==> src/hw/fpu_config.svh <==
// assumes RV64 with F and D; singles live NaN-boxed in the low half of a 64-bit register
`ifndef FPU_CONFIG_SVH
`define FPU_CONFIG_SVH

// register and datapath widths
`define FP_XLEN     64
`define FP_EXT_W    65  // sign plus 64 magnitude bits
`define FP_CLASS_W  10  // fclass order
`define FP_FLAGS_W  5   // NV DZ OF UF NX
`define FP_NV_BIT   4

// single precision fields
`define FP_S_EXP_W  8
`define FP_S_MAN_W  23

// double precision fields
`define FP_D_EXP_W  11
`define FP_D_MAN_W  52

`endif

==> src/hw/fp_types_pkg.sv <==
// types for the compare path only; single view assumes the box sits in the upper 32 bits
`include "fpu_config.svh"

package fp_types_pkg;

    // double view of a register word
    typedef struct packed {
        logic                   sign;
        logic [`FP_D_EXP_W-1:0] exp;
        logic [`FP_D_MAN_W-1:0] man;
    } fp_double_t;

    // boxed single view, box must be all ones
    typedef struct packed {
        logic [`FP_XLEN-`FP_S_EXP_W-`FP_S_MAN_W-2:0] box;
        logic                                        sign;
        logic [`FP_S_EXP_W-1:0]                      exp;
        logic [`FP_S_MAN_W-1:0]                      man;
    } fp_single_t;

    typedef union packed {
        fp_double_t d;
        fp_single_t s;
    } fp_operand_u;

    // one-hot class vector, riscv fclass bit order
    typedef logic [`FP_CLASS_W-1:0] fp_class_t;

    localparam int CLS_NEG_INF  = 0;
    localparam int CLS_NEG_NORM = 1;
    localparam int CLS_NEG_SUB  = 2;
    localparam int CLS_NEG_ZERO = 3;
    localparam int CLS_POS_ZERO = 4;
    localparam int CLS_POS_SUB  = 5;
    localparam int CLS_POS_NORM = 6;
    localparam int CLS_POS_INF  = 7;
    localparam int CLS_SNAN     = 8;
    localparam int CLS_QNAN     = 9;

    typedef enum logic [2:0] {
        FP_CMP_FLE = 3'd0,
        FP_CMP_FLT = 3'd1,
        FP_CMP_FEQ = 3'd2  // 3..7 unused, give zero
    } fp_cmp_op_e;

    typedef enum logic {
        FP_FMT_S = 1'b0,
        FP_FMT_D = 1'b1
    } fp_fmt_e;

endpackage

==> src/hw/fp_classify.sv <==
// combinational; expects the word after box substitution, so singles are taken as boxed
`timescale 1ns/1ps

module fp_classify (
    input  fp_types_pkg::fp_operand_u operand_i,
    input  fp_types_pkg::fp_fmt_e     fmt_i,
    output fp_types_pkg::fp_class_t   class_o
);
    import fp_types_pkg::*;

    logic sign;
    logic exp_zero;
    logic exp_ones;
    logic man_zero;
    logic man_top;  // quiet bit for NaNs

    // pick the fields of the active format
    always_comb begin
        if (fmt_i == FP_FMT_D) begin
            sign     = operand_i.d.sign;
            exp_zero = (operand_i.d.exp == '0);
            exp_ones = &operand_i.d.exp;
            man_zero = (operand_i.d.man == '0);
            man_top  = operand_i.d.man[`FP_D_MAN_W-1];
        end else begin
            sign     = operand_i.s.sign;
            exp_zero = (operand_i.s.exp == '0);
            exp_ones = &operand_i.s.exp;
            man_zero = (operand_i.s.man == '0);
            man_top  = operand_i.s.man[`FP_S_MAN_W-1];
        end
    end

    // exactly one bit set
    always_comb begin
        class_o = '0;

        if (exp_ones) begin
            if (man_zero) begin
                class_o[sign ? CLS_NEG_INF : CLS_POS_INF] = 1'b1;
            end else if (man_top) begin
                class_o[CLS_QNAN] = 1'b1;
            end else begin
                class_o[CLS_SNAN] = 1'b1;  // NaN sign is ignored
            end
        end else if (exp_zero) begin
            if (man_zero) begin
                class_o[sign ? CLS_NEG_ZERO : CLS_POS_ZERO] = 1'b1;
            end else begin
                class_o[sign ? CLS_NEG_SUB : CLS_POS_SUB] = 1'b1;
            end
        end else begin
            class_o[sign ? CLS_NEG_NORM : CLS_POS_NORM] = 1'b1;
        end
    end

endmodule

==> src/hw/fp_cmp.sv <==
// combinational FLE/FLT/FEQ; operands must come from fp_extend, only NV is ever raised
`timescale 1ns/1ps
`include "fpu_config.svh"

module fp_cmp (
    input  fp_types_pkg::fp_cmp_op_e op_i,
    input  logic [`FP_EXT_W-1:0]     data1_i,
    input  logic [`FP_EXT_W-1:0]     data2_i,
    input  fp_types_pkg::fp_class_t  class1_i,
    input  fp_types_pkg::fp_class_t  class2_i,
    output logic [`FP_XLEN-1:0]      result_o,
    output logic [`FP_FLAGS_W-1:0]   flags_o
);
    import fp_types_pkg::*;

    logic [`FP_XLEN-1:0] mag1;
    logic [`FP_XLEN-1:0] mag2;
    logic                sign1;
    logic                sign2;
    logic                mag_lt;
    logic                mag_le;
    logic                any_snan;
    logic                any_nan;
    logic                both_zero;  // +0 and -0 are the same value

    assign sign1 = data1_i[`FP_EXT_W-1];
    assign sign2 = data2_i[`FP_EXT_W-1];
    assign mag1  = data1_i[`FP_XLEN-1:0];
    assign mag2  = data2_i[`FP_XLEN-1:0];

    assign mag_lt = (mag1 < mag2);
    assign mag_le = (mag1 <= mag2);

    assign any_snan  = class1_i[CLS_SNAN] | class2_i[CLS_SNAN];
    assign any_nan   = any_snan | class1_i[CLS_QNAN] | class2_i[CLS_QNAN];
    assign both_zero = (class1_i[CLS_NEG_ZERO] | class1_i[CLS_POS_ZERO])
                     & (class2_i[CLS_NEG_ZERO] | class2_i[CLS_POS_ZERO]);

    always_comb begin
        result_o = '0;
        flags_o  = '0;

        case (op_i)
            FP_CMP_FEQ: begin
                if (any_snan) begin
                    flags_o[`FP_NV_BIT] = 1'b1;  // quiet compare, signalling only
                end else if (any_nan) begin
                    result_o[0] = 1'b0;
                end else if (both_zero) begin
                    result_o[0] = 1'b1;
                end else begin
                    result_o[0] = (data1_i == data2_i);
                end
            end

            FP_CMP_FLT: begin
                if (any_nan) begin
                    flags_o[`FP_NV_BIT] = 1'b1;
                end else if (both_zero) begin
                    result_o[0] = 1'b0;
                end else if (sign1 != sign2) begin
                    result_o[0] = sign1;  // negative one is smaller
                end else if (sign1) begin
                    result_o[0] = ~mag_le;  // order flips for negatives
                end else begin
                    result_o[0] = mag_lt;
                end
            end

            FP_CMP_FLE: begin
                if (any_nan) begin
                    flags_o[`FP_NV_BIT] = 1'b1;
                end else if (both_zero) begin
                    result_o[0] = 1'b1;
                end else if (sign1 != sign2) begin
                    result_o[0] = sign1;
                end else if (sign1) begin
                    result_o[0] = ~mag_lt;
                end else begin
                    result_o[0] = mag_le;
                end
            end

            default: begin
                result_o = '0;  // unused op codes
                flags_o  = '0;
            end
        endcase
    end

endmodule

==> src/hw/fp_cmp_unit.sv <==
// two-cycle fixed latency, one op per cycle, no back-pressure; outputs read zero when valid_o is low
`timescale 1ns/1ps
`include "fpu_config.svh"

module fp_cmp_unit (
    input  logic                       clk,
    input  logic                       reset_i,
    input  logic                       valid_i,
    input  fp_types_pkg::fp_cmp_op_e   op_i,
    input  fp_types_pkg::fp_fmt_e      fmt_i,
    input  logic [`FP_XLEN-1:0]        src1_i,
    input  logic [`FP_XLEN-1:0]        src2_i,
    output logic                       valid_o,
    output logic [`FP_XLEN-1:0]        result_o,
    output logic [`FP_FLAGS_W-1:0]     flags_o
);
    import fp_types_pkg::*;

    fp_operand_u           op1_word;
    fp_operand_u           op2_word;
    fp_operand_u           op1_sub;  // after box substitution
    fp_operand_u           op2_sub;
    logic [`FP_EXT_W-1:0]  ext1;
    logic [`FP_EXT_W-1:0]  ext2;
    fp_class_t             class1;
    fp_class_t             class2;

    // stage 1
    logic                  s1_valid;
    fp_cmp_op_e            s1_op;
    logic [`FP_EXT_W-1:0]  s1_ext1;
    logic [`FP_EXT_W-1:0]  s1_ext2;
    fp_class_t             s1_class1;
    fp_class_t             s1_class2;

    logic [`FP_XLEN-1:0]    cmp_result;
    logic [`FP_FLAGS_W-1:0] cmp_flags;

    assign op1_word = fp_operand_u'(src1_i);
    assign op2_word = fp_operand_u'(src2_i);

    fp_extend   u_ext1 (.operand_i(op1_word), .fmt_i(fmt_i), .ext_o(ext1), .word_o(op1_sub));
    fp_extend   u_ext2 (.operand_i(op2_word), .fmt_i(fmt_i), .ext_o(ext2), .word_o(op2_sub));
    fp_classify u_cls1 (.operand_i(op1_sub), .fmt_i(fmt_i), .class_o(class1));
    fp_classify u_cls2 (.operand_i(op2_sub), .fmt_i(fmt_i), .class_o(class2));

    always_ff @(posedge clk) begin
        if (reset_i) begin
            s1_valid <= 1'b0;
        end else begin
            s1_valid <= valid_i;
        end

        if (valid_i) begin  // payload only moves with a valid op
            s1_op     <= op_i;
            s1_ext1   <= ext1;
            s1_ext2   <= ext2;
            s1_class1 <= class1;
            s1_class2 <= class2;
        end
    end

    fp_cmp u_cmp (
        .op_i     (s1_op),
        .data1_i  (s1_ext1),
        .data2_i  (s1_ext2),
        .class1_i (s1_class1),
        .class2_i (s1_class2),
        .result_o (cmp_result),
        .flags_o  (cmp_flags)
    );

    // stage 2, zero unless stage 1 holds a valid op
    always_ff @(posedge clk) begin
        if (reset_i) begin
            valid_o  <= 1'b0;
            result_o <= '0;
            flags_o  <= '0;
        end else begin
            valid_o  <= s1_valid;
            result_o <= s1_valid ? cmp_result : '0;
            flags_o  <= s1_valid ? cmp_flags : '0;
        end
    end

endmodule

==> src/hw/fp_extend.sv <==
// combinational; an unboxed single is replaced by the canonical quiet NaN before anything else
`timescale 1ns/1ps
`include "fpu_config.svh"

module fp_extend (
    input  fp_types_pkg::fp_operand_u operand_i,
    input  fp_types_pkg::fp_fmt_e     fmt_i,
    output logic [`FP_EXT_W-1:0]      ext_o,
    output fp_types_pkg::fp_operand_u word_o
);
    import fp_types_pkg::*;

    // canonical quiet single NaN, already boxed
    localparam logic [`FP_XLEN-1:0] S_QNAN_BOXED = 64'hffff_ffff_7fc0_0000;

    // zeros between the single sign and its 31 magnitude bits
    localparam int S_PAD_W = `FP_EXT_W - 1 - `FP_S_EXP_W - `FP_S_MAN_W;

    logic boxed;

    assign boxed = &operand_i.s.box;

    always_comb begin
        word_o = operand_i;
        ext_o  = '0;

        if (fmt_i == FP_FMT_D) begin
            // sign on top, word with its sign cleared below
            ext_o = {operand_i.d.sign,
                     1'b0,
                     operand_i.d.exp,
                     operand_i.d.man};
        end else begin
            if (!boxed) begin
                word_o = S_QNAN_BOXED;  // broken box reads as qNaN
            end

            // magnitude zero-extended, so unsigned compare orders same-sign values
            ext_o = {word_o.s.sign,
                     {S_PAD_W{1'b0}},
                     word_o.s.exp,
                     word_o.s.man};
        end
    end

endmodule

==> config.mk <==
export PLATFORM = sky130hd
export DESIGN_NAME = fp_cmp_unit
export DESIGN_NICKNAME = d
export VERILOG_FILES = /design/src/hw/fp_types_pkg.sv /design/src/hw/fp_classify.sv /design/src/hw/fp_cmp.sv /design/src/hw/fp_cmp_unit.sv /design/src/hw/fp_extend.sv
export VERILOG_INCLUDE_DIRS = /design/src /design/src/hw
export SDC_FILE = /design/constraint.sdc
export NUM_CORES = 1
export LEC_CHECK = 0
export ABC_AREA = 1
export ABC_CLOCK_PERIOD_IN_PS = 1810
export BUFFER_PORTS_ARGS = -buffer_cell sky130_fd_sc_hd__buf_2
export CORE_MARGIN = 1
export CORE_UTILIZATION = 53
export DETAILED_ROUTE_END_ITERATION = 10
export GPL_ROUTABILITY_DRIVEN = 0
export PLACE_DENSITY = 0.82
export SETUP_SLACK_MARGIN = 0.15
export SLEW_MARGIN = 20
export SYNTH_ARGS = -nofsm -noshare
export SYNTH_HDL_FRONTEND = slang
export SYNTH_HIERARCHICAL = 1
export SYNTH_SLANG_ARGS = --single-unit
==> constraint.sdc <==
create_clock -name clk -period 1.81 [get_ports clk]
set_clock_uncertainty 0.05 [all_clocks]
set_input_delay 0.181 -clock clk [delete_from_list [all_inputs] [get_ports clk]]
set_output_delay 0.181 -clock clk [all_outputs]
set_load 0.1 [all_outputs]
* After elaboration in Yosys (flattened, before gate mapping)
Index checks and enable logic that the tools add are counted.
** Cells by class
- Add/subtract/negate cells :: 0
- Multiply operators :: 0
- Div/mod/pow operators :: 0
- Order comparisons :: 18
- Eq/ne operators :: 4
- Shift operators :: 0
- Mux-type cells :: 69
- Bitwise operators :: 9
- Reduce and logical (&&, ||, !) cells :: 25
** Operators with widths (number)
- $ge A32 B1 Y1 const B :: 8
- $lt A32 B6 Y1 const B :: 8
- $mux W64 :: 4
- $mux W65 :: 2
- $logic_not A52 Y1 :: 2
- $eq A65 B65 Y1 :: 1
- $le A64 B64 Y1 :: 1
- $lt A64 B64 Y1 :: 1
- $reduce_and A32 Y1 :: 2
- $mux W10 :: 6
- $logic_not A23 Y1 :: 2
- $mux W1 :: 35
- $demux W1 S4 :: 8
- $mux W3 :: 8
- $logic_not A11 Y1 :: 2
- $reduce_and A11 Y1 :: 2
- $logic_not A8 Y1 :: 2
- $mux W8 :: 2
- $reduce_and A8 Y1 :: 2
- $logic_and A1 B1 Y1 :: 8
- $or A1 B1 Y1 :: 5
- $mux W2 :: 2
- $reduce_or A2 Y1 :: 2
- $eq A3 B1 Y1 const B :: 1
- other kinds (7) :: 9
** Storage, ports and cells
- Register bits after elaboration :: 224
- Bits in latches :: 0
- Bits in writable memories :: 0
- Memory bits (read-only) :: 0
- Bits of input ports :: 135
- Output and inout bits :: 70
- Word-level logic and storage cells :: 138
- Memories :: 0

* Depth between registers and ports, before layout
- Depth after elaboration :: 12
- Mapped depth :: 22
- Mapped depth without buffers :: 22

* Cells and area by module
Netlist, hierarchy kept.
** Modules (own cells, without submodules)
- fp_cmp_unit :: instances 1, cells an instance 374, area each 6671.4 um^2, sequential area each 6015.8 um^2
- fp_extend :: instances 2, cells an instance 257, area each 1216.2 um^2, sequential area each 0.0 um^2
- fp_cmp :: instances 1, cells an instance 367, area each 2369.8 um^2, sequential area each 0.0 um^2
- fp_classify at u_cls1 :: instances 1, cells an instance 117, area each 490.5 um^2, sequential area each 0.0 um^2
- fp_classify at u_cls2 :: instances 1, cells an instance 117, area each 488.0 um^2, sequential area each 0.0 um^2

* Worst setup path before layout
OpenSTA, ideal clock, no wires.
- Path kind :: register to register
- Start :: register s1_ext1[31]
- End :: register result_o[0]
- Setup time :: 110 ps
- Arrival time :: 1705 ps
- Data required time :: 1650 ps
- Slack :: -55 ps
- Stages on the path, launching flop included :: 17
- Path buffers :: 0
- Clock period less this slack :: 1865 ps
- Path through :: edfxtp_1 -> ha_1 -> nand2_2 -> nor2_4 -> nand4_2 -> nor3b_2 -> nand2_1 -> nand2_1 -> nand2_1 -> nand2_2 -> nand2_2 -> nand2_1 -> nand3_1 -> nand2_1 -> nand2_1 -> inv_1 -> nor2_2
** Between the ends
- Cells in the longest elaborated chain, start to end :: 7
- Elaborated cells on any way between the ends :: 17
- Classes of those cells :: order compare: 2; eq/ne: 1; mux: 12; bitwise: 2
** Ends and longest elaborated chain
- start: declaration :: line fp_cmp_unit.sv:31 : logic [`FP_EXT_W-1:0] s1_ext1;
- start signal: assignment :: line fp_cmp_unit.sv:56 : s1_ext1 <= ext1;
- $lt A64 B64 Y1 / $le A64 B64 Y1 (equally long branches) :: line fp_cmp.sv:31, fp_cmp.sv:32
- $not A1 Y1, on equally long branches :: line fp_cmp.sv:78, fp_cmp.sv:64
- $mux W1, on equally long branches :: line fp_cmp.sv:77, fp_cmp.sv:63
- $mux W1, on equally long branches :: line fp_cmp.sv:75, fp_cmp.sv:61
- $mux W1, on equally long branches :: line fp_cmp.sv:73, fp_cmp.sv:59
- $mux W1, on equally long branches :: line fp_cmp.sv:71, fp_cmp.sv:57
- $pmux W1 S3 (*) :: line fp_cmp.sv:43 : case (op_i)
- via cmp_result[0] :: line fp_cmp_unit.sv:36 : logic [`FP_XLEN-1:0] cmp_result;
- end signal: assignment :: line fp_cmp_unit.sv:81 : result_o <= s1_valid ? cmp_result : '0;
- end: declaration :: line fp_cmp_unit.sv:14 : output logic [`FP_XLEN-1:0] result_o,
Mark *: on every way through the listed nets, which the timed path passes. The rest lies on a longest branch.
A chain may end at the register's enable or synchronous reset.

* Worst setup path after layout
- Start :: register s1_ext1[15]
- End :: register result_o[0]
Same word-level chain as after synthesis.

==> results.py <==
metrics = {
    "detailed_routing": {
        "drc": 10,
        "wl_um": 29400,
        "postRouteAntennaNets": 0,
        "vias": 9889,
        "drt-initial-drc-count": 661,
        "wl_per_cell_um": 14.0,
        "firstDrtPassIters": 9,
        "drt-vias-per-instance": 4.72,
    },
    "final_layout": {
        "final_nets": 1993,
        "drive_gt1_share_pct": 28.0,
        "final_util_pct": 69.2,
        "syn_to_final_growth_pct": 26.9,
        "stdcell_count": 2094,
    },
    "synthesis": {
        "ys_warn_count": 6,
        "syn-cell-area_um2": 12000,
        "synthCells": 1461,
        "syn_area_per_cell_um2": 8.22,
    },
    "pwr": {
        "powerDensity_nw_per_um2": 834,
        "irDropWorstVdd_mv": 0.715,
        "cellLeakagePower_nw": 7.93,
    },
    "worst_setup_path": {
        "crit_arrival_ns": 2.68,
        "rr_startpoint": "s1_ext1[15]",
        "start_kind": "flip-flop",
        "regToRegEndpoint": "result_o[0]",
        "cp-end-kind": "flip-flop",
        "crit_path_max_fanout": 3,
        "crit_required_ns": 2.15,
        "rrSetupSlack_ns": -0.53,
        "r2r_cells": 16,
        "path_class": "flip-flop to flip-flop",
    },
    "outcome": {
        "violations": "design-rule violations, negative hold slack, negative setup slack",
        "outcome": "complete, but fails checks",
    },
    "floorplanning": {
        "die-width_um": 153,
        "die_y_um": 153,
        "start_util_pct": 54.5,
        "row_count": 54,
        "io_pins": 205,
        "floorplan.die_area_um2": 23300,
        "core-area_um2": 22000,
    },
    "flow_run": {
        "drv_cap": 0,
    },
    "placement": {
        "hpwl_um": 20500,
        "dp.cells": 1983,
        "portBuffers": 204,
    },
    "timing": {
        "finalSetupViolCount": 1,
        "fin_crit_sh_pct": 129,
        "worst_slack_ns": -0.534,
        "slew_viol_final": 0,
        "fmax_mhz": 427,
        "hold_viol_final": 1,
        "min_period_ns": 2.34,
        "hold_ws_ns": -0.000209,
        "grt_setup_unrepaired": "true",
    },
    "cts": {
        "h-tree-depth": 1,
        "cts.sinks": 212,
        "clock_path_buffers": 3,
        "cts-root-buf": "clkbuf_16",
        "clk_pin_slew_ns": 0.07,
        "cts_tree": "built",
        "clock_latency_ns": 0.52,
        "numCtsBuffers": 23,
    },
    "global_route": {
        "grt_pass1_wl_um": 46100,
        "antenna_found_initial": 6,
        "grt_max_degree": 80,
        "track_usage_pct": 24.7,
        "first_global_vias": 9900,
        "grt-ovfl-total": 0,
    },
    "worst_hold_path": {
        "holdPathStages": 4,
        "hold_class": "primary input to flip-flop",
        "worstHoldStart": "src1_i[25]",
        "worstHoldEndpoint": "s1_ext1[25]",
    },
}
==> how the worst max path moves through the flow <==
stage / start / endpoint / slack, ns / cells past startpoint
finish: s1_ext1[15] / result_o[0] / -0.53 / 16
global route: s1_ext1[15] / result_o[0] / -0.66 / 16
CTS: s1_ext1[28] / result_o[0] / -0.36 / 16
detailed placement: src1_i[46] / s1_class1[8] / -0.57 / 16
global placement: src1_i[46] / s1_class1[8] / -0.55 / 16
floorplan: s1_ext1[31] / result_o[0] / -0.05 / 16
==> cells in the final DEF (no fill, tap or decap), drive strengths merged <==
| cell type | count |
|---|---|
| dlygate4sd3 | 61 |
| o21ai | 14 |
| clkinv | 6 |
| o22ai | 1 |
| and2 | 3 |
| buf | 338 |
| conb | 69 |
| a21o | 1 |
| or2 | 1 |
| nand2 | 351 |
| nand3 | 15 |
| o21a | 4 |
| xnor2 | 1 |
| nand4 | 12 |
| clkbuf | 36 |
| nand3b | 2 |
| ha | 64 |
| nor3b | 2 |
| dfxtp | 71 |
| o31ai | 1 |
| diode | 3 |
| bufinv | 1 |
| nor3 | 5 |
| a21oi | 83 |
| nor2 | 200 |
| edfxtp | 141 |
| inv | 325 |
| nor4 | 3 |
==> critical path, stage by stage (launching register included) <==
cell and delay (ns):
edfxtp_1 0.38, ha_1 0.37, nand4_1 0.24, nor3_2 0.27, nand2_1 0.10, nand2_2 0.09
nand2_2 0.06, nand2_2 0.08, nand2_2 0.05, nand2_2 0.08, nand2_2 0.06, nand2_1 0.05
nand3_1 0.07, nand2_1 0.08, nand2_1 0.06, inv_1 0.07, nor2_2 0.04
==> registers in the layout, indices dropped and copies added, names as in the netlist <==
register	flops
valid_o	1
s1_ext2	65
s1_ext1	65
flags_o	5
s1_valid	1
s1_class1	4
s1_op	3
result_o	64
s1_class2	4
==> per-stage QoR <==
stage | cell area, um^2 | setup WS (ns) | TNS [ns] | power (mW)
6_report | 15200 | -0.534 | -0.534 | 12.7
5_1_grt | 15200 | -0.658 | -0.658 | 13.2
4_1_cts | 15100 | -0.356 | -0.356 | 12.7
3_5_place_dp | 13600 | -0.573 | -3.27 | 7.65
3_3_place_gp | 13600 | -0.551 | -3.01 | 7.57
2_1_floorplan | 12300 | -0.0548 | -0.0548 | 7.08
==> layout make-up <==
class / count / area [um^2]
fillers: 1606 / 6780
multi-input cells: 832 / 4390
clock inverters: 7 / 67.6
clock buffers: 35 / 744
inverters: 325 / 1220
diodes: 3 / 7.51
well taps: 280 / 350
repair buffers: 400 / 2810
flip-flops and latches: 212 / 5660
==> power by group <==
group          total (mW)  internal [mW]  switching (mW)
Sequential           5.58           5.48          0.0994
Combinational        2.20          0.846            1.35
Clock                4.93           2.99            1.94
Total                12.7           9.31            3.39
==> layer usage <==
metal | vias to the layer above | track usage, % | share of wire, %
li1 | 4910 | - | -
met3 | 107 | 6.43 | 8.8
met1 | 4442 | 28.0 | 38
met5 | - | 0 | 0.078
met4 | 4 | 10.7 | 4.3
met2 | 426 | 44.0 | 49
==> timing repair <==
action | in CTS | in global routing
pin swaps | 5 | 17
cloned | 1 | 2
hold endpoints to repair | 67 | 0
hold buffers | 61 | 0
setup endpoints to repair | 4 | 7
resized for setup | 8 | 35
setup buffers | 0 | 2
Note: power is estimated with default switching activity, not from simulation.
